==> config.mk <==
export PLATFORM = sky130hd
export DESIGN_NAME = rvCore
export DESIGN_NICKNAME = d
export VERILOG_FILES = /design/src/rvPkg.sv /design/src/rvFetch.sv /design/src/rvDecode.sv /design/src/rvRegFile.sv /design/src/rvExecute.sv /design/src/rvMemWb.sv /design/src/rvCore.sv
export VERILOG_INCLUDE_DIRS = /design/src
export SDC_FILE = /design/constraint.sdc
export NUM_CORES = 2
export LEC_CHECK = 0
export BUFFER_PORTS_ARGS = -buffer_cell sky130_fd_sc_hd__buf_2
export CORE_MARGIN = 2
export CORE_UTILIZATION = 55
export CTS_CLUSTER_DIAMETER = 50
export DETAILED_ROUTE_END_ITERATION = 10
export GPL_TIMING_DRIVEN = 0
export PLACE_DENSITY = 0.76
export SYNTH_ARGS = -nofsm -noshare
export SYNTH_HDL_FRONTEND = slang
export SYNTH_SLANG_ARGS = --single-unit
==> constraint.sdc <==
create_clock -name rstn -period 9.2 [get_ports rstn]
set_clock_uncertainty 0.1 [all_clocks]
set_input_delay 0.92 -clock rstn [delete_from_list [all_inputs] [get_ports rstn]]
set_output_delay 0.92 -clock rstn [all_outputs]
set_load 0.02 [all_outputs]
==> src/rvCore_params.svh <==
`ifndef RVCORE_PARAMS_SVH
`define RVCORE_PARAMS_SVH

// First fetch address after reset
`define RV_RESET_PC 32'h0000_0000

`define RV_XLEN 32
`define RV_REG_AW 5

`endif

==> src/rvPkg.sv <==
`include "rvCore_params.svh"

package rvPkg;

    typedef enum logic [3:0] {
        aluAdd, aluSub, aluAnd, aluOr, aluXor,
        aluSlt, aluSltu, aluSll, aluSrl, aluSra
    } aluOpT;

    typedef enum logic [2:0] {
        brNone, brEq, brNe, brLt, brGe, brLtu, brGeu
    } brCondT;

    typedef struct packed {
        logic   regWrite;
        logic   memRead;
        logic   memWrite;
        logic   useImm;   // Operand B from immediate
        aluOpT  aluOp;
        brCondT brCond;
        logic   jump;     // JAL
        logic   jumpReg;  // JALR
    } ctrlT;

    typedef struct packed {
        logic                valid;
        logic [`RV_XLEN-1:0] pc;
        logic [`RV_XLEN-1:0] instr;
    } fetchT;

    typedef struct packed {
        logic                  valid;
        logic [`RV_XLEN-1:0]   pc;
        ctrlT                  ctrl;
        logic [`RV_REG_AW-1:0] rd;
        logic [`RV_XLEN-1:0]   rs1Val;
        logic [`RV_XLEN-1:0]   rs2Val;
        logic [`RV_XLEN-1:0]   imm;
    } decT;

    typedef struct packed {
        logic                  valid;
        ctrlT                  ctrl;
        logic [`RV_REG_AW-1:0] rd;
        logic [`RV_XLEN-1:0]   result;   // ALU value, address or link
        logic [`RV_XLEN-1:0]   storeData;
        logic [`RV_XLEN-1:0]   nextPc;
    } exT;

    typedef struct packed {
        logic                  valid;
        logic [`RV_REG_AW-1:0] rd;
        logic [`RV_XLEN-1:0]   data;
    } wbT;

    typedef struct packed {
        logic                cyc;
        logic                stb;
        logic                we;
        logic [`RV_XLEN-1:0] adr;
        logic [`RV_XLEN-1:0] dat;
        logic [3:0]          sel;
    } wbReqT;

    typedef struct packed {
        logic                ack;
        logic [`RV_XLEN-1:0] dat;
    } wbRspT;

endpackage

==> src/rvFetch.sv <==
`timescale 1ns/1ps
`include "rvCore_params.svh"

module rvFetch import rvPkg::*; (
    input  logic                rstn,
    input  logic                reset,
    input  logic                retire,
    input  logic [`RV_XLEN-1:0] nextPc,
    output wbReqT               iReq,
    input  wbRspT               iRsp,
    output fetchT               fetchOut
);

    typedef enum logic [1:0] {
        sLaunch,  // One idle cycle out of reset
        sBus,
        sWait     // Instruction in flight
    } fetchStateT;

    fetchStateT          state;
    logic [`RV_XLEN-1:0] pc;
    logic                ackSeen;

    assign ackSeen = (state == sBus) && iRsp.ack;

    always_ff @(posedge rstn) begin
        if (reset) begin
            state <= sLaunch;
            pc <= `RV_RESET_PC;
            fetchOut.valid <= 1'b0;
        end else begin
            fetchOut.valid <= ackSeen;
            if (ackSeen) begin
                fetchOut.pc <= pc;
                fetchOut.instr <= iRsp.dat;
            end
            case (state)
                sLaunch: begin
                    state <= sBus;
                end
                sBus: begin
                    if (iRsp.ack) begin
                        state <= sWait;
                    end
                end
                sWait: begin
                    if (retire) begin
                        state <= sBus;
                        pc <= nextPc;
                    end
                end
                default: begin
                    state <= sLaunch;
                end
            endcase
        end
    end

    always_comb begin
        iReq = '0;
        iReq.cyc = (state == sBus);
        iReq.stb = (state == sBus);
        iReq.adr = pc;
        iReq.sel = 4'hF;  // Word reads only
    end

endmodule

==> src/rvDecode.sv <==
`timescale 1ns/1ps
`include "rvCore_params.svh"

module rvDecode import rvPkg::*; (
    input  logic                  rstn,
    input  logic                  reset,
    input  fetchT                 fetchIn,
    output logic [`RV_REG_AW-1:0] rs1Addr,
    output logic [`RV_REG_AW-1:0] rs2Addr,
    input  logic [`RV_XLEN-1:0]   rs1Val,
    input  logic [`RV_XLEN-1:0]   rs2Val,
    output decT                   decOut
);

    localparam logic [6:0] OpReg    = 7'b0110011;
    localparam logic [6:0] OpImm    = 7'b0010011;
    localparam logic [6:0] OpLoad   = 7'b0000011;
    localparam logic [6:0] OpStore  = 7'b0100011;
    localparam logic [6:0] OpJal    = 7'b1101111;
    localparam logic [6:0] OpJalr   = 7'b1100111;
    localparam logic [6:0] OpBranch = 7'b1100011;

    logic [`RV_XLEN-1:0] instr;
    logic [6:0]          opcode;
    logic [2:0]          funct3;
    logic [6:0]          funct7;
    logic                altF7;
    logic                shiftOk;
    ctrlT                ctrl;
    logic [`RV_XLEN-1:0] imm;

    function automatic aluOpT aluFromF3(input logic [2:0] f3, input logic alt);
        case (f3)
            3'b000:  return alt ? aluSub : aluAdd;
            3'b001:  return aluSll;
            3'b010:  return aluSlt;
            3'b011:  return aluSltu;
            3'b100:  return aluXor;
            3'b101:  return alt ? aluSra : aluSrl;
            3'b110:  return aluOr;
            default: return aluAnd;
        endcase
    endfunction

    assign instr = fetchIn.instr;
    assign opcode = instr[6:0];
    assign funct3 = instr[14:12];
    assign funct7 = instr[31:25];
    assign altF7 = (funct7 == 7'b0100000);
    assign rs1Addr = instr[19:15];
    assign rs2Addr = instr[24:20];

    // Shift immediates only allow funct7 of zero, SRAI also the alternate
    assign shiftOk = (funct7 == 7'b0) || (altF7 && funct3 == 3'b101);

    always_comb begin
        ctrl = '0;  // Anything unmatched retires as a no-op
        imm = {{20{instr[31]}}, instr[31:20]};
        case (opcode)
            OpReg: begin
                ctrl.regWrite = (funct7 == 7'b0) ||
                                (altF7 && (funct3 == 3'b000 || funct3 == 3'b101));
                ctrl.aluOp = aluFromF3(funct3, altF7);
            end
            OpImm: begin
                ctrl.regWrite = (funct3 != 3'b001 && funct3 != 3'b101) || shiftOk;
                ctrl.useImm = 1'b1;
                ctrl.aluOp = aluFromF3(funct3, altF7 && funct3 == 3'b101);
            end
            OpLoad: begin
                ctrl.regWrite = (funct3 == 3'b010);
                ctrl.memRead = (funct3 == 3'b010);
                ctrl.useImm = 1'b1;
            end
            OpStore: begin
                ctrl.memWrite = (funct3 == 3'b010);
                ctrl.useImm = 1'b1;
                imm = {{20{instr[31]}}, instr[31:25], instr[11:7]};
            end
            OpJal: begin
                ctrl.regWrite = 1'b1;
                ctrl.jump = 1'b1;
                imm = {{11{instr[31]}}, instr[31], instr[19:12], instr[20], instr[30:21], 1'b0};
            end
            OpJalr: begin
                ctrl.regWrite = (funct3 == 3'b000);
                ctrl.jumpReg = (funct3 == 3'b000);
                ctrl.useImm = 1'b1;
            end
            OpBranch: begin
                imm = {{19{instr[31]}}, instr[31], instr[7], instr[30:25], instr[11:8], 1'b0};
                case (funct3)
                    3'b000:  ctrl.brCond = brEq;
                    3'b001:  ctrl.brCond = brNe;
                    3'b100:  ctrl.brCond = brLt;
                    3'b101:  ctrl.brCond = brGe;
                    3'b110:  ctrl.brCond = brLtu;
                    3'b111:  ctrl.brCond = brGeu;
                    default: ctrl.brCond = brNone;
                endcase
            end
            default: begin
                ctrl = '0;
            end
        endcase
    end

    always_ff @(posedge rstn) begin
        if (reset) begin
            decOut.valid <= 1'b0;
        end else begin
            decOut.valid <= fetchIn.valid;
            if (fetchIn.valid) begin
                decOut.pc <= fetchIn.pc;
                decOut.ctrl <= ctrl;
                decOut.rd <= instr[11:7];
                decOut.rs1Val <= rs1Val;
                decOut.rs2Val <= rs2Val;
                decOut.imm <= imm;
            end
        end
    end

endmodule

==> src/rvRegFile.sv <==
`timescale 1ns/1ps
`include "rvCore_params.svh"

module rvRegFile import rvPkg::*; (
    input  logic                  rstn,
    input  logic                  reset,
    input  logic [`RV_REG_AW-1:0] rs1Addr,
    input  logic [`RV_REG_AW-1:0] rs2Addr,
    output logic [`RV_XLEN-1:0]   rs1Val,
    output logic [`RV_XLEN-1:0]   rs2Val,
    input  wbT                    wbIn
);

    localparam int NumRegs = 2 ** `RV_REG_AW;

    logic [`RV_XLEN-1:0] regs [1:NumRegs-1];  // No storage for x0

    always_ff @(posedge rstn) begin
        if (reset) begin
            for (int i = 1; i < NumRegs; i++) begin
                regs[i] <= '0;
            end
        end else if (wbIn.valid && wbIn.rd != '0) begin
            regs[wbIn.rd] <= wbIn.data;
        end
    end

    assign rs1Val = (rs1Addr == '0) ? '0 : regs[rs1Addr];
    assign rs2Val = (rs2Addr == '0) ? '0 : regs[rs2Addr];

endmodule

==> src/rvExecute.sv <==
`timescale 1ns/1ps
`include "rvCore_params.svh"

module rvExecute import rvPkg::*; (
    input  logic rstn,
    input  logic reset,
    input  decT  decIn,
    output exT   exOut
);

    logic [`RV_XLEN-1:0] opA;
    logic [`RV_XLEN-1:0] opB;
    logic [4:0]          shamt;
    logic [`RV_XLEN-1:0] aluRes;
    logic [`RV_XLEN-1:0] pcPlus4;
    logic [`RV_XLEN-1:0] target;
    logic                brTaken;

    assign opA = decIn.rs1Val;
    assign opB = decIn.ctrl.useImm ? decIn.imm : decIn.rs2Val;
    assign shamt = opB[4:0];
    assign pcPlus4 = decIn.pc + `RV_XLEN'd4;

    always_comb begin
        case (decIn.ctrl.aluOp)
            aluSub:  aluRes = opA - opB;
            aluAnd:  aluRes = opA & opB;
            aluOr:   aluRes = opA | opB;
            aluXor:  aluRes = opA ^ opB;
            aluSlt:  aluRes = {{(`RV_XLEN-1){1'b0}}, $signed(opA) < $signed(opB)};
            aluSltu: aluRes = {{(`RV_XLEN-1){1'b0}}, opA < opB};
            aluSll:  aluRes = opA << shamt;
            aluSrl:  aluRes = opA >> shamt;
            aluSra:  aluRes = $signed(opA) >>> shamt;
            default: aluRes = opA + opB;
        endcase
    end

    // Branches always compare the two registers
    always_comb begin
        case (decIn.ctrl.brCond)
            brEq:    brTaken = (decIn.rs1Val == decIn.rs2Val);
            brNe:    brTaken = (decIn.rs1Val != decIn.rs2Val);
            brLt:    brTaken = $signed(decIn.rs1Val) < $signed(decIn.rs2Val);
            brGe:    brTaken = $signed(decIn.rs1Val) >= $signed(decIn.rs2Val);
            brLtu:   brTaken = decIn.rs1Val < decIn.rs2Val;
            brGeu:   brTaken = decIn.rs1Val >= decIn.rs2Val;
            default: brTaken = 1'b0;
        endcase
    end

    always_comb begin
        if (decIn.ctrl.jumpReg) begin
            target = {aluRes[`RV_XLEN-1:1], 1'b0};  // rs1 + imm from the ALU
        end else if (decIn.ctrl.jump || brTaken) begin
            target = decIn.pc + decIn.imm;
        end else begin
            target = pcPlus4;
        end
    end

    always_ff @(posedge rstn) begin
        if (reset) begin
            exOut.valid <= 1'b0;
        end else begin
            exOut.valid <= decIn.valid;
            if (decIn.valid) begin
                exOut.ctrl <= decIn.ctrl;
                exOut.rd <= decIn.rd;
                exOut.result <= (decIn.ctrl.jump || decIn.ctrl.jumpReg) ? pcPlus4 : aluRes;
                exOut.storeData <= decIn.rs2Val;
                exOut.nextPc <= target;
            end
        end
    end

endmodule

==> src/rvMemWb.sv <==
`timescale 1ns/1ps
`include "rvCore_params.svh"

module rvMemWb import rvPkg::*; (
    input  logic                rstn,
    input  logic                reset,
    input  exT                  exIn,
    output wbReqT               dReq,
    input  wbRspT               dRsp,
    output wbT                  wbOut,
    output logic                retire,
    output logic [`RV_XLEN-1:0] nextPc
);

    typedef enum logic {
        sIdle,
        sBus
    } memStateT;

    memStateT            state;
    logic [`RV_XLEN-1:0] adrQ;
    logic [`RV_XLEN-1:0] datQ;
    logic                weQ;
    logic                wrQ;  // Held regWrite of the load

    always_ff @(posedge rstn) begin
        if (reset) begin
            state <= sIdle;
            retire <= 1'b0;
            wbOut.valid <= 1'b0;
        end else begin
            retire <= 1'b0;
            wbOut.valid <= 1'b0;
            case (state)
                sIdle: begin
                    if (exIn.valid) begin
                        nextPc <= exIn.nextPc;
                        wbOut.rd <= exIn.rd;
                        adrQ <= exIn.result;
                        datQ <= exIn.storeData;
                        weQ <= exIn.ctrl.memWrite;
                        wrQ <= exIn.ctrl.regWrite;
                        if (exIn.ctrl.memRead || exIn.ctrl.memWrite) begin
                            state <= sBus;
                        end else begin
                            retire <= 1'b1;
                            wbOut.valid <= exIn.ctrl.regWrite;
                            wbOut.data <= exIn.result;
                        end
                    end
                end
                default: begin
                    if (dRsp.ack) begin
                        state <= sIdle;
                        retire <= 1'b1;
                        wbOut.valid <= wrQ;  // Never set for SW
                        wbOut.data <= dRsp.dat;
                    end
                end
            endcase
        end
    end

    always_comb begin
        dReq.cyc = (state == sBus);
        dReq.stb = (state == sBus);
        dReq.we = weQ;
        dReq.adr = adrQ;
        dReq.dat = datQ;
        dReq.sel = 4'hF;
    end

endmodule

==> src/rvCore.sv <==
`timescale 1ns/1ps
`include "rvCore_params.svh"

module rvCore import rvPkg::*; (
    input  logic  rstn,
    input  logic  reset,
    output wbReqT iReq,
    input  wbRspT iRsp,
    output wbReqT dReq,
    input  wbRspT dRsp
);

    fetchT                 fetchS;
    decT                   decS;
    exT                    exS;
    wbT                    wbS;
    logic                  retire;
    logic [`RV_XLEN-1:0]   nextPc;  // Fed back from writeback
    logic [`RV_REG_AW-1:0] rs1Addr;
    logic [`RV_REG_AW-1:0] rs2Addr;
    logic [`RV_XLEN-1:0]   rs1Val;
    logic [`RV_XLEN-1:0]   rs2Val;

    rvFetch fetch0 (
        .rstn(rstn), .reset(reset), .retire(retire), .nextPc(nextPc),
        .iReq(iReq), .iRsp(iRsp), .fetchOut(fetchS)
    );

    rvDecode decode0 (
        .rstn(rstn), .reset(reset), .fetchIn(fetchS),
        .rs1Addr(rs1Addr), .rs2Addr(rs2Addr),
        .rs1Val(rs1Val), .rs2Val(rs2Val), .decOut(decS)
    );

    rvRegFile regFile0 (
        .rstn(rstn), .reset(reset), .rs1Addr(rs1Addr), .rs2Addr(rs2Addr),
        .rs1Val(rs1Val), .rs2Val(rs2Val), .wbIn(wbS)
    );

    rvExecute execute0 (
        .rstn(rstn), .reset(reset), .decIn(decS), .exOut(exS)
    );

    rvMemWb memWb0 (
        .rstn(rstn), .reset(reset), .exIn(exS), .dReq(dReq), .dRsp(dRsp),
        .wbOut(wbS), .retire(retire), .nextPc(nextPc)
    );

endmodule

==> out/results.txt <==
Outcome = finished clean
Util after Layout = 61.5%
Clock sinks = 1502
Yosys top cell area share = 53.1%
Syn. warnings = 0
Worst-Margin Slew = 1.47 ns
Wire per inst = 36.4 µm
Vias in the first global route = 57427
Die Y = 392 µm
FFs w/ async S/R, synth = 0%
Total Power = 15.5 mW
Final hold vios = 0
Arr. time, crit path = 9.18 ns
Top FF cell, synth = edfxtp_1
Busiest layer in global routing = met2
Startpoint Class = register
RSZ-0062 raised after global routing = no
Post-synthesis register bit count = 1502
Max_slew headroom = 2.01%
Vias per inst = 6.92
Post-DRT Antenna Nets = 0
Crit share post-route = 95.1%
Fill cell count = 11200
CTS Root Buffer Type = clkbuf_16
Critical path depth = 18
Total track usage = 40.5%
Crit. End Element = register
Area grow syn2layout = 11.3%
Worst-path maximum fanout = 11
CP Class = register to register
DIE WIDTH = 392 µm
Most used cell, CP = buf_2
Register area share after synthesis = 54.1%
Pwr dens = 168 nW/µm²
DP Wirelength = 223 mm
Largest stage delay, worst path = 0.90 ns
Max VDD drop = 196 µV
CTS max path bufs = 3
Initial DRC count = 8992
Yosys top cell by area = edfxtp_1
Total wire length = 311 mm
Initial antenna violation count = 19
Critical R2R Launch = decode0.decOut[110]$_DFFE_PP_
Cells after DPL = 8228
Net count, final = 6611
Cell Area, Synth = 82700 µm²
IO Pins = 210
Initial core utilization = 55.3%
CP bufs+invs = 7
Worst min path class = primary input to register
Fin cells = 8534
Met2 track demand over resource = 61.1%
Setup violations, final = 0
Most frequent cells in the layout = 1462 x edfxtp_1, 1009 x and2_1, 657 x mux4_2
Fin crit period = 8.75 ns
Largest cells by area after synthesis = edfxtp_1 53%, mux4_2 18%, and2_1 7.6%, mux2i_1 2.5%, ha_1 2.5%
GR Util met3 = 11.0%
Final GP Congestion = 1.02
Grt total ovfl = 0
Crit-path cells = buf_2, buf_2, clkinv_1, a21boi_0, clkbuf_1, buf_2, buf_1, ha_1, clkbuf_1, a21o_1, a221oi_1, a21oi_1, o31a_1, o41ai_1, o41ai_1, a2111oi_0, nor3_2, a21oi_1
Met1 Use GR = 49.1%
Post-synth EDFFs = 1462
Fraction of layout cells with a size suffix above 1 = 19.0%
H-Tree Depth = 4
Vias = 59073
Reg2Reg Capture Point = execute0.exOut[95]$_DFFE_PP_
Cell count after synthesis = 5956
Worst-path clk slew = 0.07 ns
Global-route wire length before repair = 428 mm
Remaining DRCs = 0
IO buf count = 168
Max cap viols = 0
Mapped Avg Cell Area = 13.9 µm²
Worst reg2reg path depth = 18
Leakage = 33.6 nW
Worst Path Required = 9.62 ns
Highest clock rate = 114 MHz
Synth unique cells = 88
Worst-skew pair later-pin latency = 0.83 ns
CP max stage cell = a21boi_0
Top Family by Delay on Critical Path = compound AO/OA/AOI/OAI gates
Die area = 153000 µm²
FP Rows = 142
CTS tree = done
Num CTS Buffers = 160
Setup TNS = 0 ns
Critical Path Source = decode0.decOut[110]$_DFFE_PP_
Max-slew violations = 0
R2R setup slack = 0.45 ns
Critical path capture point = execute0.exOut[95]$_DFFE_PP_
Most common cell after layout, fill and taps aside = edfxtp_1
Pre-antenna DRT Iters = 7
Largest net degree at the start of global routing = 46
Core Area = 150000 µm²
routing by layer:
metal | up-vias | part of all wire, %
met4 | 10 | 10
met1 | 29496 | 33
met5 | - | 0.018
met2 | 4965 | 45
met3 | 1106 | 12
li1 | 23496 | -
synth_stat cells (16+ instances only):
library cell and n:
edfxtp_1 1462, and2_1 1009, mux4_2 657, clkbuf_1 406
nor2_1 299, nand2_1 264, a21oi_1 213, mux2i_1 208
ha_1 162, inv_1 145, o21ai_0 124, buf_1 72
a21o_1 51, nand3_1 50, nor3_1 48, buf_4 47
or2_2 41, dfxtp_1 40, o211ai_1 39, a211oi_1 38
a31oi_1 34, a22o_1 33, xor2_1 32, xnor2_1 29
nor2b_1 28, nand2b_1 26, nand4_1 23, a221oi_1 22
and3_1 22, buf_2 22, a21boi_0 19, o21a_1 19
a22oi_1 17, o21bai_1 16, o22ai_1 16
what timing repair did:
action | 4_1_cts | 5_1_grt
resized for setup | 0 | 1
setup buffers | 0 | 0
setup endpoints to repair | 0 | 1
hold buffers | 0 | 0
cell type report:
cell class / count / area (µm²) / area share, %
flip-flops and latches: 1502 / 44700 / 48.6
clock buffers: 192 / 4190 / 4.55
clock inverters: 101 / 1110 / 1.21
multi-input cells: 3826 / 35500 / 38.5
well taps: 2016 / 2520 / 2.74
repair buffers: 189 / 1200 / 1.31
inverters: 151 / 569 / 0.619
plain buffers: 548 / 2270 / 2.47
diodes: 9 / 22.5 / 0.0245
flip-flops by register name (all words and copies together), names as in the netlist, 38 cells and up:
name	cells
regFile0.regs	1024
decode0.decOut	136
execute0.exOut	105
fetch0.fetchOut	65
memWb0.wbOut	38
per-stage QoR:
stage | area (µm²) | setup slack (ns) | hold WS [ns]
6_report | 92000 | 0.449 | 0.155
5_1_grt | 92000 | 0.242 | 0.160
4_1_cts | 92000 | 0.112 | 0.147
3_5_place_dp | 86700 | 0.104 | 0.305
3_3_place_gp | 86300 | -1.61 | 0.301
2_1_floorplan | 82900 | 1.43 | 0.300
worst min path at each step:
stage	start	slack, ns	cells after the start	to
after global placement	execute0.exOut[26]$_DFFE_PP_	0.30	0	memWb0.nextPc[26]$_DFFE_PP_
final	iRsp[23]	0.16	1	fetch0.fetchOut[23]$_DFFE_PP_
after floorplan	fetch0.fetchOut[32]$_DFFE_PP_	0.30	0	decode0.decOut[114]$_DFFE_PP_
after CTS	iRsp[13]	0.15	1	fetch0.fetchOut[13]$_DFFE_PP_
after global routing	iRsp[22]	0.16	1	fetch0.fetchOut[22]$_DFFE_PP_
after detailed placement	decode0.decOut[96]$_DFFE_PP_	0.30	0	execute0.exOut[96]$_DFFE_PP_
logic make-up (layout without fill, tap and decap cells):
kind of cell,after synthesis,after routing,synth area share (%)
compound gates,771,771,6.23
xor+xnor,61,61,0.646
fa+ha+maj,165,165,2.52
buf+inv,699,1181,3.43
flops,1502,1502,54.1
mux,883,883,20.7
other cells,2,82,0.00908
simple gates,1873,1873,12.4
power by group:
group / switching, mW / total, mW / internal, mW
clock: 2.89 / 6.57 / 3.68
sequential: 0.119 / 7.79 / 7.67
combinational: 0.718 / 1.14 / 0.426
(Power assumes the default switching activity.)
